File: src/design/datapathPkg.sv
`default_nettype none

package datapathPkg;

    localparam int wordWidth = 32;
    localparam int shiftWidth = $clog2(wordWidth);

    typedef logic [wordWidth-1:0] wordT;
    typedef logic [2*wordWidth-1:0] dwordT;

    // bus drivers, at most one per cycle
    typedef struct packed {
        logic pcOut;
        logic zHighOut;
        logic zLowOut;
        logic mdrOut;
        logic hiOut;
        logic loOut;
        logic cOut;
        logic regOut; // gated by decode into one register
    } busSrcT;

    typedef struct packed {
        logic marIn;
        logic mdrIn;
        logic pcIn;
        logic irIn;
        logic yIn;
        logic zIn;
        logic hiIn;
        logic loIn;
        logic regIn; // gated by decode like regOut
        logic read; // MDR takes memory data instead of the bus
        logic incPc;
        logic gra;
        logic grb;
        logic grc;
        busSrcT src;
    } ctrlT;

endpackage

`default_nettype wire

File: src/design/dataRegister.sv
`default_nettype none

module dataRegister #(
    parameter type payloadT = logic [31:0]
) (
    input  logic    Clock,
    input  logic    rstN,
    input  logic    load,
    input  payloadT d,
    output payloadT q
);

    always_ff @(posedge Clock) begin
        if (!rstN) begin
            q <= '0;
        end else if (load) begin
            q <= d;
        end
    end

endmodule

`default_nettype wire

File: src/design/memoryInterface.sv
`default_nettype none

module memoryInterface (
    input  logic              Clock,
    input  logic              rstN,
    input  logic              marIn,
    input  logic              mdrIn,
    input  logic              read,
    input  datapathPkg::wordT bus,
    input  datapathPkg::wordT memDataIn,
    output datapathPkg::wordT memAddr,
    output datapathPkg::wordT mdr
);

    datapathPkg::wordT mdrNext;

    assign mdrNext = read ? memDataIn : bus; // memory word on a read

    dataRegister #(
        .payloadT(datapathPkg::wordT)
    ) i_marReg (
        .Clock(Clock),
        .rstN(rstN),
        .load(marIn),
        .d(bus),
        .q(memAddr)
    );

    dataRegister #(
        .payloadT(datapathPkg::wordT)
    ) i_mdrReg (
        .Clock(Clock),
        .rstN(rstN),
        .load(mdrIn),
        .d(mdrNext),
        .q(mdr)
    );

endmodule

`default_nettype wire

File: config.mk
export PLATFORM = sky130hd
export DESIGN_NAME = memoryInterface
export DESIGN_NICKNAME = d
export VERILOG_FILES = /design/src/design/datapathPkg.sv /design/src/design/dataRegister.sv /design/src/design/memoryInterface.sv
export SDC_FILE = /design/constraint.sdc
export NUM_CORES = 1
export LEC_CHECK = 0
export ABC_AREA = 0
export BUFFER_PORTS_ARGS = -buffer_cell sky130_fd_sc_hd__buf_4
export CELL_PAD_IN_SITES_DETAIL_PLACEMENT = 1
export CELL_PAD_IN_SITES_GLOBAL_PLACEMENT = 1
export CORE_MARGIN = 2
export CORE_UTILIZATION = 30
export DETAILED_ROUTE_END_ITERATION = 10
export PLACE_DENSITY = 0.74
export REMOVE_ABC_BUFFERS = 1
export SYNTH_ARGS = -nofsm -noshare
export SYNTH_HDL_FRONTEND = slang
export SYNTH_HIERARCHICAL = 1
export SYNTH_SLANG_ARGS = --single-unit
File: constraint.sdc
create_clock -name Clock -period 1.4 [get_ports Clock]
set_input_delay 0.28 -clock Clock [delete_from_list [all_inputs] [get_ports Clock]]
set_output_delay 0.28 -clock Clock [all_outputs]
set_load 0.01 [all_outputs]
After elaboration in Yosys (flattened, before gate mapping)
Index checks and enable logic that the tools add are counted.
- muxes and demuxes: 1
- operators with widths (operator ; count):
    32-bit 2-to-1 mux ; 1
- register bits after elaboration: 64
- output and inout port bits: 64

Depth between registers and ports, before layout
- depth in word-level cells: 1
- mapped depth: 5
- depth with buffers taken out: 3

Cells and area by module
Netlist, hierarchy kept.
- by module, submodules not included (module ; area an instance (sq um) ; cells each ; seq. area each (sq um) ; times used):
    dataRegister ; 1243.7 ; 103 ; 640.6 ; 2
    memoryInterface ; 544.3 ; 36 ; 0.0 ; 1

Worst setup path after synthesis
Ideal clock, no wire load.
- kind: input port to flip-flop
- from: in read
- to: reg i_mdrReg/q[0] in the netlist's numbering
- stages on the path: 5
- arrival time: 994 ps
- required time: 1284 ps
- buffers on the path: 2
- path slack: 290 ps
- path through: buf_6 buf_12 mux2_4 mux2i_1 nor2b_1
- cells in the longest elaborated chain, start to end: 1
- ends and longest elaborated chain (item ; line ; source):
    start: declaration ; memoryInterface.sv:8 ; input logic read,
    32-bit 2-to-1 mux ; memoryInterface.sv:17 ; assign mdrNext = read ? memDataIn : bus;
    net mdrNext[0] ; memoryInterface.sv:15 ; datapathPkg::wordT mdrNext;
    end signal: assignment ; dataRegister.sv:15 ; q <= '0;
    end signal: assignment ; dataRegister.sv:17 ; q <= d;
    end: declaration ; dataRegister.sv:10 ; output payloadT q
The timed path passes the listed nets, and every way through them passes these cells.
A chain may end at the register's enable or synchronous reset.

Final worst setup path
- from: reg i_mdrReg/q[28] in the netlist's numbering
- to: out mdr[28]
- RTL lines (item ; line ; source):
    end: declaration ; memoryInterface.sv:12 ; output datapathPkg::wordT mdr
No word-level cell between the ends.

==> results.sh <==
export IMPL_io_buffers=132
export IMPL_synthArstFlopShare_pct=0
export IMPL_yosysSeqAreaShare_pct=42.3
export IMPL_numClockSinks=64
export IMPL_detail_route_drc_violations=0
export IMPL_drive_above_1_share_pct=48.8
export IMPL_cts_resized=0
export IMPL_hold_path_class="input pin to flip-flop"
export IMPL_cts_buffers=9
export IMPL_totalWireLength_um=7300
export IMPL_htree_levels=3
export IMPL_hold_buffers=0
export IMPL_p_leak_nw=2.08
export IMPL_post_dp_hpwl_um=5220
export IMPL_start_kind="flip-flop"
export IMPL_ant_nets=0
export IMPL_die_w_um=105
export IMPL_power_density_nw_per_um2=1060
export IMPL_initial_core_util_pct=31.0
export IMPL_finalClockSkew_ns=0
export IMPL_drtIter0Drc=49
export IMPL_area_growth_pct=39.8
export IMPL_synth_avg_cell_area_um2=12.5
export IMPL_nets=440
export IMPL_antenna_found_initial=0
export IMPL_hold_violations=0
export IMPL_crit_slowest_cell="dfxtp_1"
export IMPL_grt_pass1_wl_um=12000
export IMPL_tightest_slew_ns=0.513
export IMPL_synth_area_leaders="dfxtp_1, mux2i_1, mux2_4"
export IMPL_fp_dieH_um=105
export IMPL_yosysTopAreaCell="dfxtp_1"
export IMPL_yosys_warnings=6
export IMPL_synth_seq_cells=64
export IMPL_antennaDiodeCount=0
export IMPL_cp_top_family="flip-flops"
export IMPL_post_route_util_pct=43.4
export IMPL_setup_viol=0
export IMPL_p_comb_share_pct=18.9
export IMPL_synth_edf_count=0
export IMPL_max_freq_mhz=911
export IMPL_grt_ovfl_total=0
export IMPL_report_final_slew_viol_count=0
export IMPL_finalCriticalPeriod_ns=1.10
export IMPL_via_count=2220
export IMPL_required_ns=1.12
export IMPL_grt_pass1_vias=2454
export IMPL_cp_data_arrival_time_ns=0.82
export IMPL_core_area_um2=9770
export IMPL_crit_fanout=2
export IMPL_seqPwrFrac_pct=44.3
export IMPL_setup_tns_final_ns=0
export IMPL_ys_flop_type="dfxtp_1"
export IMPL_grt_max_degree=65
export IMPL_num_io_pins=133
export IMPL_drtPass1Iterations=2
export IMPL_status="complete, no violations"
export IMPL_fill_cells=1115
export IMPL_gp_congestion=0.679
export IMPL_post_place_cells=493
export IMPL_synth_top_cells_by_count="dfxtp_1, mux2i_1, nor2b_1, mux2_4, buf_12"
export IMPL_irDropWorstVdd_mv=0.478
export IMPL_num_rows=36
export IMPL_syn_inst=242
export IMPL_slew_headroom_pct=65.8
export IMPL_cts_tree="built"
export IMPL_hold_ws_ns=0.215
export IMPL_rsz0062_at_grt="no"
export IMPL_fin_cells=508
export IMPL_swShare_pct=24.3
export IMPL_postCtsSetupBuffers=0
export IMPL_crit_path_end_kind="output pin"
export IMPL_dieArea_um2=10900
export IMPL_clk_latency_ns=0.32
export IMPL_path_cells="buf_4"
export IMPL_timing_max_cap_violations=0
export IMPL_vias_per_cell=4.37
export IMPL_power_switching_mw=1.10
export IMPL_wl_per_cell_um=14.4
export IMPL_post_synth_top_area_fraction_pct=42.3
export IMPL_placed_area_um2=4030
export IMPL_netlist_area_um2=3030
export IMPL_cts_buffer_depth=2
export IMPL_p_int_mw=3.41
export IMPL_cts_root_buf="clkbuf_8"
export IMPL_fin_area_um2=4240
export IMPL_max_stage_delay_ns=0.35
export IMPL_clock_power_share_pct=36.7
export IMPL_track_usage_pct=13.6
export IMPL_clk_pin_slew_ns=0.07
export IMPL_critPathKind="flip-flop to output pin"
export IMPL_synth_cell_types=8
export IMPL_path_buf_inv=1
export IMPL_fin_crit_sh_pct=78.4
## registers in the layout, indices dropped and copies added (netlist names)
| signal | flops |
|---|---|
| i_marReg/q | 32 |
| i_mdrReg/q | 32 |
## final timing paths
kind                                                   from                     endpoint  slack, ns  cells past startpoint
worst max-delay path            i_mdrReg/q[28]$_SDFFE_PN0P_                      mdr[28]       0.30                      1
worst min-delay path                                bus[11]  i_marReg/q[11]$_SDFFE_PN0P_       0.22                      3
worst max register to register  i_mdrReg/q[25]$_SDFFE_PN0P_  i_mdrReg/q[25]$_SDFFE_PN0P_       0.74                      2
worst min register to register  i_marReg/q[21]$_SDFFE_PN0P_  i_marReg/q[21]$_SDFFE_PN0P_       0.52                      2
## layout make-up
class / count / area [um2] / share of cell area, %
clock inverter: 3 / 40.0 / 0.945
timing repair buffer: 136 / 1070 / 25.3
sequential: 64 / 1280 / 30.2
multi-input combinational: 160 / 1510 / 35.7
clock buffer: 12 / 165 / 3.90
tap: 133 / 166 / 3.93
## routing by layer
metal | track usage [%] | vias to the layer above | wire [um]
met5 | 0 | - | 0
met3 | 3.82 | 8 | 487
li1 | - | 1073 | -
met4 | 5.21 | 0 | 83
met2 | 24.4 | 80 | 3760
met1 | 15.2 | 1059 | 2960
## stage by stage
step / worst slack (ns) / power, mW
final: 0.302 / 4.51
after global routing: 0.241 / 4.75
after CTS: 0.276 / 4.60
after detailed placement: 0.137 / 2.91
after global placement: 0.182 / 2.89
after floorplan: 0.535 / 2.40
## power groups by stage
stage               clock network [mW]  logic, mW  registers, mW
finish                            1.66      0.853           2.00
global route                      1.81      0.925           2.02
CTS                               1.72      0.873           2.00
detailed placement                   0      0.871           2.04
global placement                     0      0.849           2.04
floorplan                            0      0.312           2.09
## cell usage in the layout, fill, tap and decap left out
master     Yosys  layout
clkbuf_8       0      12
mux2_4        30      30
buf_12         9       4
mux2i_1       64      64
clkinv_2       0       2
buf_4          0     132
mux2_2         2       2
bufinv_16      0       1
nor2b_1       64      64
dfxtp_1       64      64
## cell families after synthesis
kind of cell	count (synthesis)	synth area share (%)
mux	96	36.7
flops	64	42.3
buf+inv	18	7.80
simple gates	64	13.2
(Power assumes the default switching activity.)
