<file path="config.mk">
export PLATFORM = sky130hd
export DESIGN_NAME = registerFile
export DESIGN_NICKNAME = d
export VERILOG_FILES = /design/src/design/datapathPkg.sv /design/src/design/isaPkg.sv /design/src/design/dataRegister.sv /design/src/design/registerFile.sv
export SDC_FILE = /design/constraint.sdc
export NUM_CORES = 1
export LEC_CHECK = 0
export ABC_AREA = 1
export BUFFER_PORTS_ARGS = -buffer_cell sky130_fd_sc_hd__buf_2
export CAP_MARGIN = 20
export CORE_UTILIZATION = 40
export CTS_BUF_LIST = sky130_fd_sc_hd__clkbuf_8
export DETAILED_ROUTE_END_ITERATION = 12
export PLACE_DENSITY = 0.67
export SYNTH_ARGS = -nofsm -noshare
export SYNTH_HDL_FRONTEND = slang
export SYNTH_SLANG_ARGS = --single-unit
</file>
<file path="constraint.sdc">
create_clock -name Clock -period 2.2 [get_ports Clock]
set_clock_uncertainty 0.05 [all_clocks]
set_input_delay 0 -clock Clock [delete_from_list [all_inputs] [get_ports Clock]]
set_output_delay 0 -clock Clock [all_outputs]
set_load 0.01 [all_outputs]
</file>
<file path="src/design/datapathPkg.sv">
`default_nettype none

package datapathPkg;

    localparam int wordWidth = 32;
    localparam int shiftWidth = $clog2(wordWidth);

    typedef logic [wordWidth-1:0] wordT;
    typedef logic [2*wordWidth-1:0] dwordT;

    // bus drivers, at most one per cycle
    typedef struct packed {
        logic pcOut;
        logic zHighOut;
        logic zLowOut;
        logic mdrOut;
        logic hiOut;
        logic loOut;
        logic cOut;
        logic regOut; // gated by decode into one register
    } busSrcT;

    typedef struct packed {
        logic marIn;
        logic mdrIn;
        logic pcIn;
        logic irIn;
        logic yIn;
        logic zIn;
        logic hiIn;
        logic loIn;
        logic regIn; // gated by decode like regOut
        logic read; // MDR takes memory data instead of the bus
        logic incPc;
        logic gra;
        logic grb;
        logic grc;
        busSrcT src;
    } ctrlT;

endpackage

`default_nettype wire

</file>
<file path="src/design/isaPkg.sv">
`default_nettype none

package isaPkg;

    localparam int regCount = 16;
    localparam int opcodeWidth = 5;
    localparam int regFieldWidth = 4;
    localparam int constWidth = 15;

    // one bit per general register, used for both load and read selects
    typedef logic [regCount-1:0] regSelT;

    typedef enum logic [opcodeWidth-1:0] {
        opAdd  = 5'd3,
        opSub  = 5'd4,
        opAnd  = 5'd5,
        opOr   = 5'd6,
        opRor  = 5'd7,
        opRol  = 5'd8,
        opShr  = 5'd9,
        opShra = 5'd10,
        opShl  = 5'd11,
        opMul  = 5'd15,
        opNeg  = 5'd17,
        opNot  = 5'd18
    } opcodeT; // unlisted codes pass the bus through the ALU

    typedef struct packed {
        opcodeT opcode; // [31:27]
        logic [regFieldWidth-1:0] ra; // [26:23]
        logic [regFieldWidth-1:0] rb; // [22:19]
        logic [regFieldWidth-1:0] rc; // [18:15]
        logic [constWidth-1:0] constant; // two's complement
    } instrT;

endpackage

`default_nettype wire

</file>
<file path="src/design/dataRegister.sv">
`default_nettype none

module dataRegister #(
    parameter type payloadT = logic [31:0]
) (
    input  logic    Clock,
    input  logic    rstN,
    input  logic    load,
    input  payloadT d,
    output payloadT q
);

    always_ff @(posedge Clock) begin
        if (!rstN) begin
            q <= '0;
        end else if (load) begin
            q <= d;
        end
    end

endmodule

`default_nettype wire

</file>
<file path="src/design/registerFile.sv">
`default_nettype none

module registerFile (
    input  logic              Clock,
    input  logic              rstN,
    input  isaPkg::regSelT    regLoad,
    input  isaPkg::regSelT    regRead,
    input  datapathPkg::wordT bus,
    output datapathPkg::wordT regValue
);

    datapathPkg::wordT regQ [isaPkg::regCount];

    for (genvar i = 0; i < isaPkg::regCount; i++) begin : gReg
        dataRegister #(
            .payloadT(datapathPkg::wordT)
        ) i_generalReg (
            .Clock(Clock),
            .rstN(rstN),
            .load(regLoad[i]),
            .d(bus),
            .q(regQ[i])
        );
    end

    // and-or read mux, zero when nothing is selected
    always_comb begin
        regValue = '0;
        for (int j = 0; j < isaPkg::regCount; j++) begin
            if (regRead[j]) begin
                regValue = regValue | regQ[j];
            end
        end
    end

    // decode must never open two registers onto the bus
    regReadOneHot: assert property (
        @(posedge Clock) disable iff (!rstN)
        $onehot0(regRead)
    ) else $error("registerFile: regRead selects more than one register");

endmodule

`default_nettype wire

</file>
; ---- Yosys cells after proc, flatten, opt, wreduce, memory -nomap -nowiden
; Index checks and enable logic that the tools add are counted.
[classes]
mux = 16
bitwise = 15
[ops]
columns = cell, n
row1 = $mux 32, 16
row2 = $or 32x32->32, 15
[totals]
register_bits = 512
output_inout_bits = 32

; ---- Depth between registers and ports, before layout
[depth]
word_depth = 31
ltp_mapped = 7

; ---- Modules after synthesis
; A second synthesis with hierarchy kept.
[unflattened]
cells_unflattened = 4400
hier_area_um2 = 26053.7
[by_module_without_submodules]
columns = module, instances, cells_per_inst, area_each_um2, seq_area_each_um2
row1 = dataRegister, 16, 202, 1335.0, 640.6
row2 = registerFile, 1, 1168, 4693.3, 0.0

; ---- Least setup slack after synthesis
; OpenSTA, ideal clock, no wires.
[synth_path]
kind = in2reg
from = in rstN
to = reg gReg[10].i_generalReg.q[0] in the netlist's numbering
setup_ps = 116
arrival_ps = 520
path_slack_ps = 1514
path_stages = 5
path_cell_list = buf_6 clkbuf_8 clkbuf_4 o21ai_0 nor2_1
[synth_rtl]
columns = element, line
row1 = start: declaration, registerFile.sv:5  ; input logic rstN,
row2 = end signal: assignment, dataRegister.sv:15  ; q <= '0;
row3 = end signal: assignment, dataRegister.sv:17  ; q <= d;
row4 = end: declaration, dataRegister.sv:10  ; output payloadT q

==> impl_metrics.yaml <==
drt:
  dr.pass1.iters: 5
  antenna_left: 0
  num_vias: 21200
  wl_per_cell_um: 16.2
  routed_wl_um: 69300
  post_drt_via_cell_ratio: 4.96
  drc_errors: 0
  drt_iter0_drc: 1953
die:
  fp.dieArea_mm2: 0.0572
  core_area_mm2: 0.0553
  start_util_pct: 40.7
  io_pins: 98
  die_y_um: 239
  rows: 86
  fp.dieW_um: 239
global_route:
  overflow: 0
  grt_first_pass_wirelength_um: 109000
  grt_pass1_vias: 19500
  grt_antenna_before_repair: 1
  grt_max_degree: 114
  grt_use_total_pct: 24.1
timing:
  final-hold-violation-count: 0
  drv_slew: 0
  final.min_clock_period_ps: 1940
  period_share_pct: 88.4
  rsz0062_at_grt: "no"
  setup_viol_count_final: 0
  slew_headroom_pct: 39.8
  holdWs_ps: 304
  worst_pin_slew_ps: 903
  setup_slack_ps: 256
  totalNegativeSetupSlack_ps: 0
  fmax_mhz: 514
layout:
  regArea_mm2: 0.0102
  regMostFlops: "gReg.i_generalReg.q"
  synthToLayoutAreaGrowth_pct: 11.2
  largest_reg_flops: 512
  final_core_util_pct: 45.2
  drive_gt1_share_pct: 7.29
  top_regs: "gReg.i_generalReg.q x512"
  num-fill-cells: 5801
  final_nets: 3535
  multi_input_area_mm2: 0.00997
yosys:
  ys_ff_latch: 512
  ys.flop_type: "dfxtp_1"
  synth.avg_cell_area_um2: 6.52
  synth_compound_area_share_pct: 11.4
  ys_top_cells_by_count: "nor2_1, nand2_1, dfxtp_1, o21ai_0, inv_1"
  synth_top_area_share_pct: 45.6
  yosysUniqueCellTypes: 12
  syn_inst: 3449
  syn_area_mm2: 0.0225
  synth_xor_area_share_pct: 0
  synthAdderAreaFrac_pct: 0
  synth-async-reset-ratio_pct: 0
  yosys-top-cells-area: "dfxtp_1, nor2_1, nand2_1"
  synthMuxAreaShare_pct: 0
  synth_edf_count: 0
  synth_top_family_by_area: "simple AND/OR/NAND/NOR gates"
  syn-num-nets: 3515
  synth.most_common_cell: "nor2_1"
  synth-simple-area-share_pct: 32.9
  ys_warn_count: 0
  netlist.top_cell.by_area: "dfxtp_1"
  seq_area_frac_synth_pct: 45.6
clock_network:
  cts.repair.resized: 0
  cts.htree.levels: 3
  clockBufferDepth: 3
  clk_latency_ps: 640
  cts_tree: "built"
  post-cts-setup-buffers: 0
  clk_pin_slew_ps: 60
  ctsRootBufferMaster: "clkbuf_8"
  cts_sinks: 512
  cts_buffers: 84
critical_path:
  worst_path_largest_cell_delay_ps: 580
  critPathKind: "input pin to register"
  cpMaxStageDelayCell: "dlygate4sd3_1"
  crit_chain: "dlygate4sd3_1 -> buf_2 -> inv_1 -> buf_4 -> nor2_1 -> dlygate4sd3_1 -> nor2_1 -> dlygate4sd3_1"
  path_max_fanout: 32
  crit_path_end_kind: "register"
  cp-start-kind: "input pin"
  crit_required_ps: 2730
  cp.arrival_ps: 2480
  cpMostUsedCell: "dlygate4sd3_1"
job:
  maxCapViolations: 0
placement:
  hpwlAfterDp_um: 40800
  io_buffers: 97
  dp_slack_ps: 803
  gp_congestion: 0.811
run_status:
  status: "finished clean"
worst_hold_path:
  hold_path.class: "input pin to register"
pwr:
  p_leak_nw: 11.9
  powerDensity_mw_per_mm2: 846
  ir_drop_mv: 0.390
## timing repair
action,in CTS,in global routing
endpoints found under the setup margin,0,0
hold endpoints to repair,512,0
hold buffers,54,0
## report_power, final
part           internal [mW]  total [mW]  switching, mW
Sequential              9.93        10.2          0.285
Combinational          0.859        2.79           1.93
Clock                   4.34        8.15           3.81
Total                   15.1        21.2           6.03
## routing by layer
metal	part of all wire [%]	up-vias	global-route usage, %	wire [µm]
li1	-	10600	-	-
met1	45	9707	33.5	31500
met2	45	779	38.0	30900
met3	7.9	110	3.64	5450
met4	2.0	0	8.18	1420
met5	0	-	0	0
## cell type report
class                   count  share of cell area (%)
diodes                      1                  0.0100
clock buffers             104                    5.73
clock inverters            39                   0.736
inverters                 208                    3.12
multi-input cells        2464                    39.9
flip-flops and latches    512                    41.0
well taps                 748                    3.74
repair buffers            199                    5.79
## path summary, 6_finish.rpt
check / from / end / slack [ps] / cells past startpoint
max reg2reg: gReg[10].i_generalReg.q[2] / gReg[10].i_generalReg.q[2] / 950 / 3
max: regLoad[10] / gReg[10].i_generalReg.q[2] / 260 / 8
min reg2reg: gReg[14].i_generalReg.q[25] / gReg[14].i_generalReg.q[25] / 450 / 2
min: regLoad[7] / gReg[7].i_generalReg.q[22] / 300 / 4
## cell families after synthesis
family / after synthesis
buffers and inverters: 473
AO/OA/AOI/OAI: 512
flip-flops: 512
AND/OR/NAND/NOR: 1952
## metrics by stage
| stage | cells | instance area, µm² | power, mW |
|---|---|---|---|
| 6_report | 4275 | 25000 | 21.2 |
| 5_1_grt | 4275 | 25000 | 22.1 |
| 4_1_cts | 4274 | 25000 | 21.3 |
| 3_5_place_dp | 4077 | 22800 | 13.1 |
| 3_3_place_gp | 4077 | 22800 | 13.1 |
| 2_1_floorplan | 3449 | 22500 | 12.2 |
## layout by cell type, fill, tap and decap left out
| cell | instances |
|---|---|
| nor2_1 | 1088 |
| nand2_1 | 832 |
| o21ai_0 | 512 |
| dfxtp_1 | 512 |
| inv_1 | 239 |
| clkbuf_8 | 104 |
| buf_2 | 96 |
| dlygate4sd3_1 | 54 |
| buf_4 | 44 |
| nand4_1 | 32 |
| clkinv_2 | 6 |
| buf_12 | 4 |
| diode_2 | 1 |
| clkinvlp_4 | 1 |
| bufinv_16 | 1 |
| buf_8 | 1 |
## worst max-delay path, delay by kind of cell
| kind | cells | cell delay [ps] |
|---|---|---|
| buffers and inverters | 6 | 2260 |
| and+or+nand+nor | 2 | 200 |
No activity file was read; power rests on OpenSTA's default activity.
