<file path="src/design/datapathPkg.sv">
`default_nettype none

package datapathPkg;

    localparam int wordWidth = 32;
    localparam int shiftWidth = $clog2(wordWidth);

    typedef logic [wordWidth-1:0] wordT;
    typedef logic [2*wordWidth-1:0] dwordT;

    // bus drivers, at most one per cycle
    typedef struct packed {
        logic pcOut;
        logic zHighOut;
        logic zLowOut;
        logic mdrOut;
        logic hiOut;
        logic loOut;
        logic cOut;
        logic regOut; // gated by decode into one register
    } busSrcT;

    typedef struct packed {
        logic marIn;
        logic mdrIn;
        logic pcIn;
        logic irIn;
        logic yIn;
        logic zIn;
        logic hiIn;
        logic loIn;
        logic regIn; // gated by decode like regOut
        logic read; // MDR takes memory data instead of the bus
        logic incPc;
        logic gra;
        logic grb;
        logic grc;
        busSrcT src;
    } ctrlT;

endpackage

`default_nettype wire

</file>
<file path="src/design/dataRegister.sv">
`default_nettype none

module dataRegister #(
    parameter type payloadT = logic [31:0]
) (
    input  logic    Clock,
    input  logic    rstN,
    input  logic    load,
    input  payloadT d,
    output payloadT q
);

    always_ff @(posedge Clock) begin
        if (!rstN) begin
            q <= '0;
        end else if (load) begin
            q <= d;
        end
    end

endmodule

`default_nettype wire

</file>
<file path="src/design/resultStage.sv">
`default_nettype none

module resultStage (
    input  logic               Clock,
    input  logic               rstN,
    input  logic               zIn,
    input  logic               hiIn,
    input  logic               loIn,
    input  datapathPkg::dwordT aluResult,
    input  datapathPkg::wordT  bus,
    output datapathPkg::wordT  zHigh,
    output datapathPkg::wordT  zLow,
    output datapathPkg::wordT  hi,
    output datapathPkg::wordT  lo
);

    datapathPkg::dwordT z;

    dataRegister #(
        .payloadT(datapathPkg::dwordT)
    ) i_zReg (
        .Clock(Clock),
        .rstN(rstN),
        .load(zIn),
        .d(aluResult),
        .q(z)
    );

    assign zHigh = z[2*datapathPkg::wordWidth-1:datapathPkg::wordWidth];
    assign zLow = z[datapathPkg::wordWidth-1:0];

    // hi and lo are filled from the bus, usually right after a mul
    dataRegister #(
        .payloadT(datapathPkg::wordT)
    ) i_hiReg (
        .Clock(Clock),
        .rstN(rstN),
        .load(hiIn),
        .d(bus),
        .q(hi)
    );

    dataRegister #(
        .payloadT(datapathPkg::wordT)
    ) i_loReg (
        .Clock(Clock),
        .rstN(rstN),
        .load(loIn),
        .d(bus),
        .q(lo)
    );

endmodule

`default_nettype wire

</file>
<file path="config.mk">
export PLATFORM = sky130hd
export DESIGN_NAME = resultStage
export DESIGN_NICKNAME = d
export VERILOG_FILES = /design/src/design/datapathPkg.sv /design/src/design/dataRegister.sv /design/src/design/resultStage.sv
export SDC_FILE = /design/constraint.sdc
export NUM_CORES = 1
export LEC_CHECK = 0
export CAP_MARGIN = 20
export CORE_MARGIN = 5
export CORE_UTILIZATION = 50
export DETAILED_ROUTE_END_ITERATION = 8
export DONT_BUFFER_PORTS = 1
export SLEW_MARGIN = 20
export SYNTH_ARGS = -nofsm -noshare
export SYNTH_HDL_FRONTEND = slang
export SYNTH_HIERARCHICAL = 1
export SYNTH_SLANG_ARGS = --single-unit
</file>
<file path="constraint.sdc">
create_clock -name Clock -period 1.1 [get_ports Clock]
set_input_delay 0.22 -clock Clock [delete_from_list [all_inputs] [get_ports Clock]]
set_output_delay 0.22 -clock Clock [all_outputs]
set_load 0.01 [all_outputs]
</file>
# Yosys cells after proc, flatten, opt, wreduce, memory -nomap -nowiden
# Index checks and enable logic that the tools add are counted.
# word_totals
regBits	128
inputBits	101
wordCells	3
out_inout_bits	128

# Depth between registers and ports, before layout
# Gate-level depths: netlist of run 1.
# logic_depth
word_depth	0
depth_mapped	4

# Hierarchy
# The synthesis of run 1 kept the hierarchy.
# modules_own_cells
module	area_each_um2	instances	cells_per_inst	seq_area_each_um2
dataRegister (i_hiReg ...)	1243.7	2	103	640.6
dataRegister (i_zReg)	2451.1	1	206	1281.2

# Worst setup path before layout of run 1
# Ideal clock, no wire load.
# synth_path
path_kind	in2reg
startpoint	input port zIn
endpoint	register i_zReg/q[10] (netlist name)
cell_stages	4
arrival_ns	0.753
t_required_ns	0.984
path_buffers	2
setup_slack_ns	0.231
cell_sequence	buf_6 > buf_8 > mux2i_1 > nor2b_1
# synth_lines
element	line_no	text
from (decl)	resultStage.sv:6	input logic zIn,
to (signal assigned)	dataRegister.sv:15	q <= '0;
to (signal assigned)	dataRegister.sv:17	q <= d;
to (decl)	dataRegister.sv:10	output payloadT q

# Worst setup path in the final report of run 1
# layout_path
startpoint	register i_zReg/q[28] (netlist name)
endpoint	output port zLow[28]
# layout_lines
element	line_no	text
to (decl)	resultStage.sv:12	output datapathPkg::wordT zLow,
# No word-level cell between the ends.

==> results of run 1 <==
## routing by layer
metal | global-route usage | up-vias | part of all wire
met3 | 0.112 | 26 | 0.15
met4 | 0.0784 | 0 | 0.025
met2 | 0.276 | 140 | 0.48
met1 | 0.174 | 1261 | 0.34
li1 | - | 1341 | -
met5 | 0 | - | 0
## cells by family (layout without fill, tap and decap cells)
family,after synthesis,count (layout)
buf+inv,28,32
simple gates,128,128
mux,128,128
flops,128,128
## repair_timing
| action | CTS | global route |
|---|---|---|
| gates resized for setup | 156 | 26 |
| setup endpoints to repair | 128 | 128 |
| pin swaps | 0 | 0 |
| hold endpoints to repair | 128 | 128 |
## sequential cells by signal, indices dropped and copies added, names as in the netlist
register,count
i_hiReg/q,32
i_loReg/q,32
i_zReg/q,64
## layout make-up
class | instances | area [um2] | area share
Multi-Input combinational cell | 256 | 2080 | 0.366
Clock inverter | 5 | 75.1 | 0.0132
Tap cell | 133 | 166 | 0.0293
Sequential cell | 128 | 2860 | 0.503
Clock buffer | 27 | 502 | 0.0883
## power by group through the flow
stage	clock [mW]	combinational, mW	sequential [mW]
2_1_floorplan	0	0.680	5.28
3_3_place_gp	0	0.476	5.37
3_5_place_dp	0	0.502	5.36
4_1_cts	5.49	0.502	5.30
5_1_grt	5.68	0.565	5.29
6_report	5.35	0.495	5.25
## worst paths after layout
kind / slack (ns) / cells past startpoint / end / startpoint
setup / recovery: 0.005 / 0 / zLow[28] / i_zReg/q[28]$_SDFFE_PN0P_
hold / removal: -0.16 / 1 / i_loReg/q[3]$_SDFFE_PN0P_ / rstN
setup reg to reg: 0.42 / 2 / i_hiReg/q[30]$_SDFFE_PN0P_ / i_hiReg/q[30]$_SDFFE_PN0P_
hold reg to reg: 0.54 / 2 / i_zReg/q[15]$_SDFFE_PN0P_ / i_zReg/q[15]$_SDFFE_PN0P_
## cell usage in the layout (no fill, tap or decap)
cell type / n
clkbuf_1: 5
clkbuf_16: 16
nor2b_1: 128
bufinv_16: 2
dfxtp_4: 54
clkbuf_8: 6
mux2i_1: 128
dfxtp_2: 74
clkinv_2: 3
==> flow_metrics.py, run 1 <==
metrics = {
    "critical_path": {
        "start_kind": "flip-flop",
        "cp_max_fo": 2,
        "required_ns": 0.88,
        "path_class": "flip-flop to output pin",
        "worstPathArrival_ns": 0.87,
        "critPathCaptureType": "output pin",
    },
    "placement": {
        "portBuffers": 0,
        "place_congestion": 0.703,
        "post-dp-hpwl_mm": 7.13,
        "dp.cells": 517,
        "dp_slack_ns": 0.407,
        "dpl-instance-area_um2": 4810,
    },
    "power": {
        "powerDensity_nw_per_um2": 1950,
        "power_frac_comb": 0.045,
        "switchingPower_mw": 2.32,
        "ir_drop_mv": 1.02,
        "leakagePower_nw": 2.38,
        "fin_total_pwr_mw": 11.1,
        "switching_share": 0.209,
        "internal-power_mw": 8.78,
        "p_clk_frac": 0.482,
        "seq_power_share": 0.473,
    },
    "logic_synthesis": {
        "yosysWarningCount": 6,
        "syn_area_um2": 4940,
        "synth_top_area_frac": 0.519,
        "async_flop_share": 0,
        "synth_cell_type_count": 8,
        "ys.flop_type": "dfxtp_1",
        "synth_area_leaders": "dfxtp_1, mux2i_1, nor2b_1",
        "synth-seq-cells": 128,
        "synth_compound_area_frac": 0,
        "synth_top_family_by_area": "multiplexers",
        "synthMuxAreaShare": 0.259,
        "synth-simple-area-share": 0.162,
        "syn_nets": 513,
        "synth.avg_cell_area_um2": 12.0,
        "seq_area_frac_synth": 0.519,
        "synth_edf_count": 0,
        "synth_fa_ha_area_frac": 0,
        "ys_top_cells_by_count": "dfxtp_1, mux2i_1, nor2b_1",
        "synth_top_cell_by_area": "dfxtp_1",
        "synthCells": 412,
        "synthXorXnorAreaFrac": 0,
    },
    "floorplan": {
        "core_area_um2": 9680,
        "initial_core_util": 0.510,
        "die_area_um2": 12000,
        "die_w_um": 109,
        "die_y_um": 109,
        "pin_count": 229,
        "rows": 36,
    },
    "route": {
        "wl_per_cell_um": 19.1,
        "ant_nets": 0,
        "drc": 0,
        "wl_mm": 10.5,
        "dr_total_vias": 2768,
        "firstDrtPassIters": 4,
        "drt_iter0_drc": 87,
        "via_per_inst": 5.04,
    },
    "clocking": {
        "cts_setup_buffers": 0,
        "clock-sinks": 128,
        "cts_tree": "yes",
        "path_clk_slew_ns": 0.06,
        "cts_buffers": 17,
        "clock_path_buffers": 2,
        "htreeDepth": 4,
        "clock_latency_ns": 0.51,
        "cts_root_buffer": "clkbuf_8",
    },
    "timing": {
        "worst-slew-pin-transition_ns": 0.288,
        "period_share": 0.995,
        "rsz0062_at_grt": "true",
        "slew_viol_final": 0,
        "fin_crit_ns": 1.09,
        "fin_ws_ns": 0.00513,
        "relSlewSlack": 0.808,
        "hold_violations": 128,
        "fin_skew_ns": 0,
        "max_freq_ghz": 0.913,
        "setup_viol": 0,
        "holdWs_ns": -0.157,
        "tns_ns": 0,
    },
    "layout": {
        "num_antenna_cells": 0,
        "final_nets": 504,
        "n_fill_cell": 827,
        "stdcell_count": 549,
        "fin_area_um2": 5680,
        "area_delta_synth_final_pct": 15.1,
        "finish.utilization": 0.587,
        "drive_above_1_share": 0.373,
    },
    "status": {
        "violations": "hold timing",
        "status": "finished with violations",
    },
    "global_route": {
        "grt_pass1_wl_mm": 15.6,
        "grt_max_degree": 129,
        "antenna_found_initial": 0,
        "overflow": 0,
        "grt_util_all_layers": 0.172,
        "first_global_vias": 2939,
    },
    "worst_hold_path": {
        "hold_path.class": "primary input to flip-flop",
    },
    "run": {
        "max_cap_viol_count": 0,
    },
}
No activity file was read; power rests on OpenSTA's default activity.
==> inputs of run 2 (changes only) <==
--- a/config.mk
+++ b/config.mk
@@ -13,5 +13,4 @@
 export SLEW_MARGIN = 20
 export SYNTH_ARGS = -nofsm -noshare
 export SYNTH_HDL_FRONTEND = slang
-export SYNTH_HIERARCHICAL = 1
 export SYNTH_SLANG_ARGS = --single-unit
==> flow_metrics.py, run 2 <==
metrics = {
    "logic_synthesis": {
        "seq_area_frac_synth": 0.525,
        "async_flop_share": 0,
        "synth.avg_cell_area_um2": 11.8,
        "synth_top_cell_by_area": "dfxtp_1",
        "synth_cell_type_count": 8,
        "ys_top_cells_by_count": "dfxtp_1, mux2i_1, nor2b_1",
        "ys.flop_type": "dfxtp_1",
        "synth-seq-cells": 128,
        "syn_nets": 514,
        "yosysWarningCount": 0,
        "synth_top_area_frac": 0.525,
        "synth_area_leaders": "dfxtp_1, mux2i_1, nor2b_1",
        "syn_area_um2": 4880,
        "synth_edf_count": 0,
        "synthCells": 413,
    },
    "clocking": {
        "cts_tree": "yes",
        "clock-sinks": 128,
        "htreeDepth": 4,
        "path_clk_slew_ns": 0.06,
        "cts_buffers": 17,
        "clock_path_buffers": 2,
        "clock_latency_ns": 0.50,
        "cts_root_buffer": "clkbuf_8",
    },
    "floorplan": {
        "rows": 36,
        "initial_core_util": 0.507,
        "die_y_um": 109,
        "die_area_um2": 11800,
        "core_area_um2": 9640,
        "die_w_um": 109,
        "pin_count": 229,
    },
    "timing": {
        "max_freq_ghz": 0.918,
        "relSlewSlack": 0.812,
        "hold_violations": 128,
        "rsz0062_at_grt": "true",
        "slew_viol_final": 0,
        "setup_viol": 0,
        "holdWs_ns": -0.151,
        "period_share": 0.991,
        "tns_ns": 0,
        "worst-slew-pin-transition_ns": 0.281,
        "fin_crit_ns": 1.09,
        "fin_skew_ns": 0,
    },
    "power": {
        "powerDensity_nw_per_um2": 1960,
        "leakagePower_nw": 2.38,
        "ir_drop_mv": 1.00,
    },
    "run": {
        "max_cap_viol_count": 0,
    },
    "critical_path": {
        "r2r_cells": 2,
        "required_ns": 0.88,
        "reg2reg_slack_ns": 0.41,
        "start_kind": "flip-flop",
        "worstPathArrival_ns": 0.87,
        "critPathCaptureType": "output pin",
        "r2r-start": "i_zReg.q[2]$_SDFFE_PN0P_",
        "cp_max_fo": 2,
        "timing.rr.end": "i_zReg.q[2]$_SDFFE_PN0P_",
        "path_class": "flip-flop to output pin",
    },
    "layout": {
        "largest_register_ffs": 64,
        "drive_above_1_share": 0.378,
        "n_fill_cell": 842,
        "regArea_um2": 2860,
        "area_delta_synth_final_pct": 16.4,
        "top_regs": "i_zReg.q: 64 flops, i_hiReg.q: 32 flops, i_loReg.q: 32 flops",
        "num_antenna_cells": 0,
        "multi_input_area_um2": 2080,
        "final_nets": 504,
        "top_register": "i_zReg.q",
        "mostFrequentLayoutCells": "mux2i_1, nor2b_1, dfxtp_2",
    },
    "global_route": {
        "first_global_vias": 2874,
        "antenna_found_initial": 0,
        "grt_pass1_wl_mm": 15.7,
        "grt_util_all_layers": 0.175,
        "overflow": 0,
        "grt_max_degree": 129,
    },
    "route": {
        "firstDrtPassIters": 2,
        "drt_iter0_drc": 113,
        "wl_mm": 10.6,
        "ant_nets": 0,
        "drc": 0,
        "dr_total_vias": 2763,
        "wl_per_cell_um": 19.3,
        "via_per_inst": 5.06,
    },
    "worst_hold_path": {
        "hold_depth": 1,
        "min_delay_worst_endpoint": "i_zReg.q[55]$_SDFFE_PN0P_",
        "hold_path.class": "primary input to flip-flop",
        "hold_start": "rstN",
    },
    "placement": {
        "place_congestion": 0.692,
        "post-dp-hpwl_mm": 7.08,
        "portBuffers": 0,
    },
    "status": {
        "violations": "hold timing",
        "status": "finished with violations",
    },
}
==> run 2: cell count changes after synthesis <==
cell,previous run,this run
buf_2,0,2
clkbuf_2,1,0
buf_4,0,2
buf_6,3,7
buf_12,6,0
==> run 2: logic make-up (layout without fill, tap and decap cells) <==
kind of cell	after synthesis	count (layout)	share of synthesized area
buf+inv	29	29	0.0489
flops	128	128	0.525
mux	128	128	0.262
simple gates	128	128	0.164
==> run 2: metal layers <==
layer | routed length, um | track usage | vias up | part of all wire
met5 | 0 | 0 | - | 0
met2 | 5000 | 0.271 | 136 | 0.47
met4 | 247 | 0.0830 | 0 | 0.023
li1 | - | - | 1333 | -
met1 | 3840 | 0.190 | 1277 | 0.36
met3 | 1470 | 0.108 | 17 | 0.14
==> run 2: final cells by class <==
type                       instances  area share
multi-input combinational        256       0.366
sequential                       128       0.503
clock buffer                      24      0.0880
clock inverter                     5      0.0136
tap                              133      0.0293
==> run 2: power by group <==
part	internal [mW]	total (mW)	switching, mW	leakage, nW
Sequential	4.91	5.25	0.338	1.12
Combinational	0.350	0.495	0.145	0.977
Clock	3.54	5.38	1.84	0.285
==> run 2: timing repair <==
| item | CTS | global route |
|---|---|---|
| setup endpoints to repair | 128 | 128 |
| resized for setup | 155 | 28 |
| cloned | 0 | 0 |
| buffers inserted | 0 | 0 |
| hold endpoints to repair | 128 | 128 |
==> run 2: how the worst max path moves through the flow <==
stage / slack (ns) / cells past startpoint / start / to
detailed placement: 0.41 / 2 / i_loReg.q[28]$_SDFFE_PN0P_ / i_loReg.q[28]$_SDFFE_PN0P_
global route: -0.03 / 0 / i_loReg.q[0]$_SDFFE_PN0P_ / lo[0]
floorplan: 0.23 / 4 / zIn / i_zReg.q[0]$_SDFFE_PN0P_
global placement: 0.43 / 2 / i_hiReg.q[31]$_SDFFE_PN0P_ / i_hiReg.q[31]$_SDFFE_PN0P_
CTS: -0.02 / 0 / i_loReg.q[0]$_SDFFE_PN0P_ / lo[0]
finish: 0.01 / 0 / i_hiReg.q[31]$_SDFFE_PN0P_ / hi[31]
==> run 2: through the flow <==
stage           util  cell area, um2  cells  setup slack, ns  total power, mW
5_1_grt        0.590            5690    546          -0.0297             11.6
3_5_place_dp   0.499            4810    517            0.414             5.87
6_report       0.590            5690    546           0.0103             11.1
2_1_floorplan      -            4880    413            0.231             5.93
3_3_place_gp   0.499            4810    517            0.433             5.84
4_1_cts        0.583            5620    546          -0.0215             11.3
