<file path="src/design/datapathPkg.sv">
`default_nettype none

package datapathPkg;

    localparam int wordWidth = 32;
    localparam int shiftWidth = $clog2(wordWidth);

    typedef logic [wordWidth-1:0] wordT;
    typedef logic [2*wordWidth-1:0] dwordT;

    // bus drivers, at most one per cycle
    typedef struct packed {
        logic pcOut;
        logic zHighOut;
        logic zLowOut;
        logic mdrOut;
        logic hiOut;
        logic loOut;
        logic cOut;
        logic regOut; // gated by decode into one register
    } busSrcT;

    typedef struct packed {
        logic marIn;
        logic mdrIn;
        logic pcIn;
        logic irIn;
        logic yIn;
        logic zIn;
        logic hiIn;
        logic loIn;
        logic regIn; // gated by decode like regOut
        logic read; // MDR takes memory data instead of the bus
        logic incPc;
        logic gra;
        logic grb;
        logic grc;
        busSrcT src;
    } ctrlT;

endpackage

`default_nettype wire

</file>
<file path="src/design/busMux.sv">
`default_nettype none

module busMux (
    input  logic                Clock,
    input  datapathPkg::busSrcT src,
    input  datapathPkg::wordT   pc,
    input  datapathPkg::wordT   zHigh,
    input  datapathPkg::wordT   zLow,
    input  datapathPkg::wordT   mdr,
    input  datapathPkg::wordT   hi,
    input  datapathPkg::wordT   lo,
    input  datapathPkg::wordT   cValue,
    input  datapathPkg::wordT   regValue,
    output datapathPkg::wordT   bus
);

    // and-or mux, an idle bus reads zero
    always_comb begin
        bus = '0;
        if (src.pcOut) begin
            bus = bus | pc;
        end
        if (src.zHighOut) begin
            bus = bus | zHigh;
        end
        if (src.zLowOut) begin
            bus = bus | zLow;
        end
        if (src.mdrOut) begin
            bus = bus | mdr;
        end
        if (src.hiOut) begin
            bus = bus | hi;
        end
        if (src.loOut) begin
            bus = bus | lo;
        end
        if (src.cOut) begin
            bus = bus | cValue;
        end
        if (src.regOut) begin
            bus = bus | regValue; // already narrowed to one register by decode
        end
    end

    busSrcOneHot: assert property (
        @(posedge Clock) $onehot0(src)
    ) else $error("busMux: more than one bus source strobe active");

endmodule

`default_nettype wire

</file>
<file path="config.mk">
export PLATFORM = sky130hd
export DESIGN_NAME = busMux
export DESIGN_NICKNAME = d
export VERILOG_FILES = /design/src/design/datapathPkg.sv /design/src/design/busMux.sv
export SDC_FILE = /design/constraint.sdc
export NUM_CORES = 1
export LEC_CHECK = 0
export ABC_AREA = 0
export CAP_MARGIN = 20
export CORE_AREA = 10 10 107 109
export DETAILED_ROUTE_END_ITERATION = 12
export DIE_AREA = 0 0 117 119
export DONT_BUFFER_PORTS = 1
export PLACE_DENSITY_LB_ADDON = 0.2
export SYNTH_ARGS = -nofsm -noshare
export SYNTH_HDL_FRONTEND = slang
export SYNTH_SLANG_ARGS = --single-unit
</file>
<file path="constraint.sdc">
create_clock -name vclk -period 0.99
set_clock_uncertainty 0.2 [all_clocks]
set_input_delay 0.1485 -clock vclk [all_inputs]
set_output_delay 0.1485 -clock vclk [all_outputs]
set_load 0.05 [all_outputs]
</file>
Word level (Yosys, flattened, before mapping)

Index checks and enable logic that the tools add are counted.

Bitwise operators: 7
Mux-type cells: 8

Operators by type and width:

| operator        | number |
|---|---|
| $mux W32        | 8 |
| $or A32 B32 Y32 | 7 |

Input bits: 265
Register bits after elaboration: 0
Output and inout bits: 32
Logic and storage cells: 15

Longest topological paths before layout

Gate-level depths: netlist of run 1.

Depth in word-level cells: 15
Mapped depth: 3
Mapped depth without buffers: 2

Worst setup path before layout of run 1

Ideal clock, no wire load.

Path type: input to output
From: in src[1] (netlist name)
To: out bus[0]
Required time: 0.641 ns
Stages: 3
Path buffers: 1
Arrival: 0.962 ns
Slack: -0.320 ns
Path through: buf_2 a22oi_1 nand4_1

Word-level cells in the longest chain between the ends: 3

RTL lines:

| what               | line         | source |
|---|---|---|
| start: declaration | busMux.sv:5  | `input datapathPkg::busSrcT src,` |
| $mux W32 *         | busMux.sv:38 | `if (src.cOut) begin` |
| $or A32 B32 Y32    | busMux.sv:42 | `bus = bus \| regValue;` |
| $mux W32 *         | busMux.sv:41 | `if (src.regOut) begin` |
| end: declaration   | busMux.sv:14 | `output datapathPkg::wordT bus` |

Mark *: on every way between the ends. The rest lies on a longest branch, timed or not.

Worst setup path after layout of run 1

From: in pc[12]
To: out bus[12]

Word-level cells in the longest chain between the ends: 15

RTL lines:

| what               | line         | source |
|---|---|---|
| start: declaration | busMux.sv:6  | `input datapathPkg::wordT pc,` |
| $mux W32 *         | busMux.sv:20 | `if (src.pcOut) begin` |
| $or A32 B32 Y32    | busMux.sv:24 | `bus = bus \| zHigh;` |
| $mux W32 *         | busMux.sv:23 | `if (src.zHighOut) begin` |
| $or A32 B32 Y32    | busMux.sv:27 | `bus = bus \| zLow;` |
| $mux W32 *         | busMux.sv:26 | `if (src.zLowOut) begin` |
| $or A32 B32 Y32    | busMux.sv:30 | `bus = bus \| mdr;` |
| $mux W32 *         | busMux.sv:29 | `if (src.mdrOut) begin` |
| $or A32 B32 Y32    | busMux.sv:33 | `bus = bus \| hi;` |
| $mux W32 *         | busMux.sv:32 | `if (src.hiOut) begin` |
| $or A32 B32 Y32    | busMux.sv:36 | `bus = bus \| lo;` |
| $mux W32 *         | busMux.sv:35 | `if (src.loOut) begin` |
| $or A32 B32 Y32    | busMux.sv:39 | `bus = bus \| cValue;` |
| $mux W32 *         | busMux.sv:38 |  |
| $or A32 B32 Y32    | busMux.sv:42 |  |
| $mux W32 *         | busMux.sv:41 |  |

Marks and branches as above.

==> flow_metrics.tcl, run 1 <==
set metrics [dict create \
    status "complete, but fails checks" \
    failed_checks "negative setup slack" \
    dp_cells 306 \
    io_buffers 0 \
    die_h_um 119 \
    crit_fanout 1 \
    timing_worst_setup_path_type "in2out" \
    start_util_pct 13.9 \
    critical_path_arrival_ns 0.67 \
    synth_cell_types 4 \
    grt_pass1_wl_um 15300 \
    finalHoldViolCount 0 \
    drt_wl_total_um 11100 \
    grt_use_total_pct 13.8 \
    post_dp_cell_area_sq_um 1890 \
    seq_area_sq_um 0 \
    overflow 0 \
    grt_pass1_vias 2432 \
    synth_top_cell_area_share_pct 72.9 \
    yosys_warnings 0 \
    grt_max_degree 33 \
    final-setup-viol-count 5 \
    areaGrowthSynthToFinish_pct 69.5 \
    drt_pass1_iterations 4 \
    antenna_cells 0 \
    drv_slew 0 \
    antenna_found_initial 0 \
    avgViaCountPerCell 6.78 \
    p_per_area_nw_per_um2 420 \
    hpwl_um 8860 \
    vdd_drop_max_uv 199 \
    worstHoldPathType "in2out" \
    drtIter0Drc 94 \
    die_area_sq_um 13900 \
    drive_gt1_share_pct 76.6 \
    finalPower_uw 939 \
    synth_common_cells "a22oi_1 (128), nand4_1 (32), buf_2 (18)" \
    synth_cells 184 \
    post-route-period-util_pct 102 \
    fin_ws_ns -0.0236 \
    critPathLaunch "pc[12]" \
    core.rowCount 36 \
    core_area_sq_um 9460 \
    seq_cells 0 \
    drc 0 \
    fin_crit_ns 1.01 \
    ys_seq_area_share_pct 0 \
    final_cells 306 \
    worstPathRequired_ns 0.64 \
    yosys-top-cells-area "a22oi_1 (73%), nand4_1 (15%), buf_2 (6.8%)" \
    rsz0062_at_grt "yes" \
    avgSynthCellArea_sq_um 7.17 \
    worst_slew_pin_slew_ns 0.174 \
    die_w_um 117 \
    start_kind "input pin" \
    wire_per_inst_um 36.4 \
    io_pins 297 \
    cellLeakagePower_nw 0.575 \
    syn-cell-area_sq_um 1320 \
    cap_violations 0 \
    final_cell_area_sq_um 2240 \
    crit_end "bus[12]" \
    synthMostInstantiatedCell "a22oi_1" \
    layout.nets 459 \
    yosysTopAreaCell "a22oi_1" \
    cp-end-kind "primary output" \
    slew_headroom_pct 88.4 \
    fmax_mhz 987 \
    synth_nets 449 \
    nClkBuffers 0 \
    gp_congestion 0.730 \
    ant_nets 0 \
    vias 2074 \
    hold_buffers 0 \
]
how the worst min path moves through the flow:
stage,start,to,slack (ns),cells past startpoint
3_3_place_gp,regValue[20],bus[20],0.38,3
5_1_grt,zHigh[27],bus[27],0.38,3
3_5_place_dp,regValue[20],bus[20],0.39,3
6_report,zHigh[30],bus[30],0.37,3
2_1_floorplan,regValue[0],bus[0],0.50,2
4_1_cts,zHigh[14],bus[14],0.37,3
stage by stage:
step | setup TNS (ns) | hold slack, ns | utilization [%] | worst slack (ns)
final | -0.0795 | 0.370 | 23.6 | -0.0236
after global routing | -0.529 | 0.384 | 23.6 | -0.105
after CTS | -0.114 | 0.375 | 21.4 | -0.0547
after detailed placement | -0.414 | 0.393 | 20.0 | -0.0633
after global placement | -0.313 | 0.384 | 20.0 | -0.0630
after floorplan | -8.71 | 0.501 | - | -0.276
final cells by class:
type | instances | area (sq um)
multi-input cells | 160 | 1740
repair buffers | 32 | 357
fillers | 1027 | 7220
well taps | 114 | 143
layer usage:
metal	routed length, um	GRT usage [%]	part of all wire (%)	vias to the layer above
met3	1420	5.77	13	16
met5	0	0	0	-
met4	189	2.01	1.7	0
met2	5800	25.5	52	172
li1	-	-	-	864
met1	3740	14.2	34	1022
critical path, stage by stage:
cell     delay (ns)
a22oi_2        0.19
nand4_1        0.14
buf_6          0.19
cell families after synthesis:
| group | count (synthesis) | synth area share (%) |
|---|---|---|
| compound gates | 128 | 72.9 |
| simple gates | 32 | 15.2 |
| buf+inv | 24 | 12.0 |
power breakdown:
part | switching (mW) | internal, mW | leakage, nW
clock | 0 | 0 | 0
sequential | 0 | 0 | 0
combinational | 0.443 | 0.496 | 0.575
total | 0.443 | 0.496 | 0.575
repair_timing:
| action | in CTS | in global routing |
|---|---|---|
| buffers inserted | 0 | 0 |
| pin swaps | 14 | 31 |
| gates resized for setup | 32 | 45 |
| setup endpoints to repair | 22 | 30 |
| cloned | 0 | 0 |
cells in the final DEF, fill, tap and decap left out, drive strengths merged:
cell type / Yosys / routed
a22oi: 128 / 128
buf: 24 / 32
nand4: 32 / 32
Power figures use the tool's default switching activity.
==> run 2: changes to the inputs <==
--- a/config.mk
+++ b/config.mk
@@ -7,9 +7,9 @@
 export LEC_CHECK = 0
 export ABC_AREA = 0
 export CAP_MARGIN = 20
-export CORE_AREA = 10 10 107 109
+export CORE_AREA = 2 2 114 116
 export DETAILED_ROUTE_END_ITERATION = 12
-export DIE_AREA = 0 0 117 119
+export DIE_AREA = 0 0 116 118
 export DONT_BUFFER_PORTS = 1
 export PLACE_DENSITY_LB_ADDON = 0.2
 export SYNTH_ARGS = -nofsm -noshare
==> constraint.sdc (replaced) <==
create_clock -name vclk -period 0.99
set_clock_uncertainty 0.2 [all_clocks]
set_input_delay 0.198 -clock vclk [all_inputs]
set_output_delay 0.198 -clock vclk [all_outputs]
set_load 0.05 [all_outputs]
==> flow_metrics.tcl, run 2 (synthesis gave the netlist of run 1 again) <==
set metrics [dict create \
    hold_buffers 0 \
    vias 2054 \
    drv_slew 0 \
    cap_violations 0 \
    crit_end "bus[31]" \
    fin_ws_ns -0.155 \
    post-route-period-util_pct 116 \
    drt_wl_total_um 8800 \
    core_area_sq_um 12400 \
    wire_per_inst_um 24.2 \
    fmax_mhz 874 \
    post_cts_buffers 0 \
    critical-path-slowest-cell "a22oi_2" \
    drtIter0Drc 66 \
    comb_power_share_pct 100.0 \
    p_per_area_nw_per_um2 402 \
    place_ws_ns -0.231 \
    seq_cells 0 \
    start_kind "input pin" \
    die_w_um 116 \
    finalHoldViolCount 0 \
    layout.nets 459 \
    status "complete, but fails checks" \
    grt_pass1_wl_um 12400 \
    fin_crit_ns 1.14 \
    hold_depth 3 \
    seqPwrFrac_pct 0 \
    p_sw_uw 439 \
    drc 0 \
    core.rowCount 41 \
    ant_nets 0 \
    grt_max_degree 33 \
    rsz0062_at_grt "yes" \
    timing_worst_setup_path_type "in2out" \
    grt_pass1_vias 2247 \
    dp_cells 364 \
    worstHoldPathType "in2out" \
    layout_common_cells "a22oi_2 (124), nand4_1 (32), buf_6 (32)" \
    slew_headroom_pct 87.9 \
    cp-end-kind "primary output" \
    critPathLaunch "pc[31]" \
    antenna_cells 0 \
    critPathMaxStageDelay_ns 0.20 \
    die_h_um 118 \
    overflow 0 \
    io_pins 297 \
    final_cell_area_sq_um 2360 \
    grt_use_total_pct 11.3 \
    final-setup-viol-count 32 \
    drt_pass1_iterations 4 \
    hpwl_um 6320 \
    antenna_found_initial 0 \
    start_util_pct 10.6 \
    cellLeakagePower_nw 0.579 \
    die_area_sq_um 13700 \
    areaGrowthSynthToFinish_pct 78.7 \
    gp_congestion 0.695 \
    post_dp_cell_area_sq_um 1960 \
    worst_slew_pin_slew_ns 0.181 \
    worstPathRequired_ns 0.59 \
    p_int_uw 508 \
    failed_checks "negative setup slack" \
    io_buffers 0 \
    setup_tns_ns -2.84 \
    crit_fanout 1 \
    power.share.clock_pct 0 \
    seq_area_sq_um 0 \
    critical_path_arrival_ns 0.75 \
    drive_gt1_share_pct 81.3 \
    path_cells "a22oi_2 > nand4_1 > buf_6" \
    final_cells 364 \
    switching_share_pct 46.4 \
    avgViaCountPerCell 5.64 \
    vdd_drop_max_uv 129 \
    nClkBuffers 0 \
    mostFrequentLayoutCell "a22oi_2" \
]
==> run 2: cell counts in the layout (fill, tap and decap cells not counted) <==
No cell type changed its count.
==> run 2: what timing repair did <==
action	in CTS	in global routing
endpoints found under the setup margin	32	32
resized for setup	76	11
gates cloned	0	0
pin swaps	33	30
hold endpoints to repair	0	0
==> run 2: how the worst min path moves through the flow <==
stage | start | to
global placement | regValue[20] | bus[20]
finish | lo[28] | bus[28]
CTS | mdr[20] | bus[20]
floorplan | regValue[0] | bus[0]
global route | zHigh[14] | bus[14]
detailed placement | regValue[20] | bus[20]
==> run 2: cell type report <==
| cell class | count | area, sq um |
|---|---|---|
| multi-input cells | 160 | 1780 |
| fillers | 1377 | 10100 |
| repair buffers | 32 | 360 |
| well taps | 172 | 215 |
==> run 2: per-layer routing <==
| layer | vias up | routed length, um | global-route usage (%) |
|---|---|---|---|
| met5 | - | 0 | 0 |
| li1 | 864 | - | - |
| met2 | 155 | 4900 | 23.3 |
| met1 | 1030 | 3160 | 12.4 |
| met4 | 0 | 29 | 0.818 |
| met3 | 5 | 706 | 1.24 |
==> run 2: critical path, delay by kind of cell <==
family | cells | cell delay (ns)
simple gates | 1 | 0.16
compound gates | 1 | 0.20
buf+inv | 1 | 0.19
==> run 2: power by group through the flow <==
stage / Sequential [mW] / Combinational (mW) / Clock [mW]
2_1_floorplan: 0 / 0.898 / 0
3_3_place_gp: 0 / 0.821 / 0
3_5_place_dp: 0 / 0.827 / 0
4_1_cts: 0 / 0.941 / 0
5_1_grt: 0 / 1.00 / 0
6_report: 0 / 0.947 / 0
==> run 2: metrics by stage <==
stage          total power, mW  hold WS, ns  utilization [%]
2_1_floorplan            0.898        0.600                -
3_3_place_gp             0.821        0.477             15.8
3_5_place_dp             0.827        0.478             15.8
4_1_cts                  0.941        0.464             18.5
5_1_grt                   1.00        0.479             19.0
6_report                 0.947        0.466             19.0
==> run 3: changes to the inputs <==
--- a/config.mk
+++ b/config.mk
@@ -12,6 +12,8 @@
 export DIE_AREA = 0 0 116 118
 export DONT_BUFFER_PORTS = 1
 export PLACE_DENSITY_LB_ADDON = 0.2
+export SLEW_MARGIN = 15
 export SYNTH_ARGS = -nofsm -noshare
 export SYNTH_HDL_FRONTEND = slang
 export SYNTH_SLANG_ARGS = --single-unit
+export TNS_END_PERCENT = 20
==> flow_metrics.tcl, run 3 (synthesis gave the netlist of run 1 again) <==
set metrics [dict create \
    wire_per_inst_um 24.1 \
    critical-path-slowest-cell "buf_6" \
    cap_violations 0 \
    crit_fanout 1 \
    start_util_pct 10.6 \
    die_area_sq_um 13700 \
    areaGrowthSynthToFinish_pct 75.0 \
    drtIter0Drc 62 \
    worstHoldStart "regValue[10]" \
    io_pins 297 \
    nClkBuffers 0 \
    drive_gt1_share_pct 76.0 \
    drc 0 \
    fmax_mhz 883 \
    path_cells "a22oi_2 > nand4_1 > buf_6" \
    gp_congestion 0.743 \
    core_area_sq_um 12400 \
    final_cell_area_sq_um 2310 \
    seq_area_sq_um 0 \
    cp-end-kind "primary output" \
    hold_buffers 0 \
    fin_ws_ns -0.143 \
    io_buffers 0 \
    post_dp_cell_area_sq_um 1950 \
    p_per_area_nw_per_um2 405 \
    layout.nets 459 \
    finalHoldViolCount 0 \
    cellLeakagePower_nw 0.576 \
    ant_nets 0 \
    drt_wl_total_um 8770 \
    die_h_um 118 \
    slew_headroom_pct 87.6 \
    start_kind "input pin" \
    grt_use_total_pct 11.0 \
    avgViaCountPerCell 5.60 \
    failed_checks "negative setup slack" \
    vias 2040 \
    vdd_drop_max_uv 111 \
    worstPathRequired_ns 0.59 \
    dp_cells 364 \
    crit_buf_inv 1 \
    fin_crit_ns 1.13 \
    worstHoldPathType "in2out" \
    grt_max_degree 33 \
    overflow 0 \
    final_cells 364 \
    cp_top_family "buffers and inverters" \
    drt_pass1_iterations 4 \
    status "complete, but fails checks" \
    antenna_found_initial 0 \
    layout_common_cells "a22oi_2 (114), nand4_1 (32), buf_6 (32)" \
    core.rowCount 41 \
    timing_worst_setup_path_type "in2out" \
    grt_pass1_vias 2254 \
    hpwl_um 6460 \
    critical_path_arrival_ns 0.73 \
    post-route-period-util_pct 114 \
    grt_pass1_wl_um 12000 \
    hold_slack_ns 0.459 \
    worst_slew_pin_slew_ns 0.186 \
    critPathMaxStageDelay_ns 0.19 \
    final-setup-viol-count 32 \
    rsz0062_at_grt "yes" \
    mostFrequentLayoutCell "a22oi_2" \
    critPathLaunch "pc[31]" \
    seq_cells 0 \
    antenna_cells 0 \
    drv_slew 0 \
    die_w_um 116 \
]
==> run 3: stage by stage <==
step / setup slack, ns / power (mW) / TNS, ns / util (%)
floorplan: -0.375 / 0.892 / -11.90 / -
global placement: -0.333 / 0.818 / -3.27 / 15.7
detailed placement: -0.235 / 0.824 / -3.38 / 15.7
CTS: -0.176 / 0.932 / -2.57 / 18.2
global route: -0.204 / 0.987 / -3.49 / 18.6
finish: -0.143 / 0.934 / -2.55 / 18.6
==> run 3: cell type report <==
| cell class | count | area (sq um) |
|---|---|---|
| fillers | 1411 | 10100 |
| multi-input cells | 160 | 1730 |
| repair buffers | 32 | 360 |
| well taps | 172 | 215 |
==> run 3: power breakdown <==
| group | leakage [nW] | switching [mW] | internal [mW] |
|---|---|---|---|
| registers | 0 | 0 | 0 |
| clock network | 0 | 0 | 0 |
| logic | 0.576 | 0.438 | 0.496 |
| total | 0.576 | 0.438 | 0.496 |
==> run 3: tightest hold or removal path, cell delays in order <==
cell     delay (ns)
a22oi_2        0.03
nand4_1        0.08
buf_6          0.16
==> run 3: repair_timing <==
action / 4_1_cts / 5_1_grt
endpoints found under the setup margin: 32 / 32
resized for setup: 71 / 9
endpoints found under the hold margin: 0 / 0
buffers inserted: 0 / 0
pin swaps: 21 / 20
==> run 3: final timing paths <==
kind	to	slack, ns	depth (start not counted)
max	bus[31]	-0.14	3
min	bus[10]	0.46	3
==> run 3: metal layers <==
layer  global-route usage [%]  wire length (um)
met1                     12.4              3130
met2                     21.7              4760
met3                     1.08               726
met4                     2.46               154
met5                        0                 0
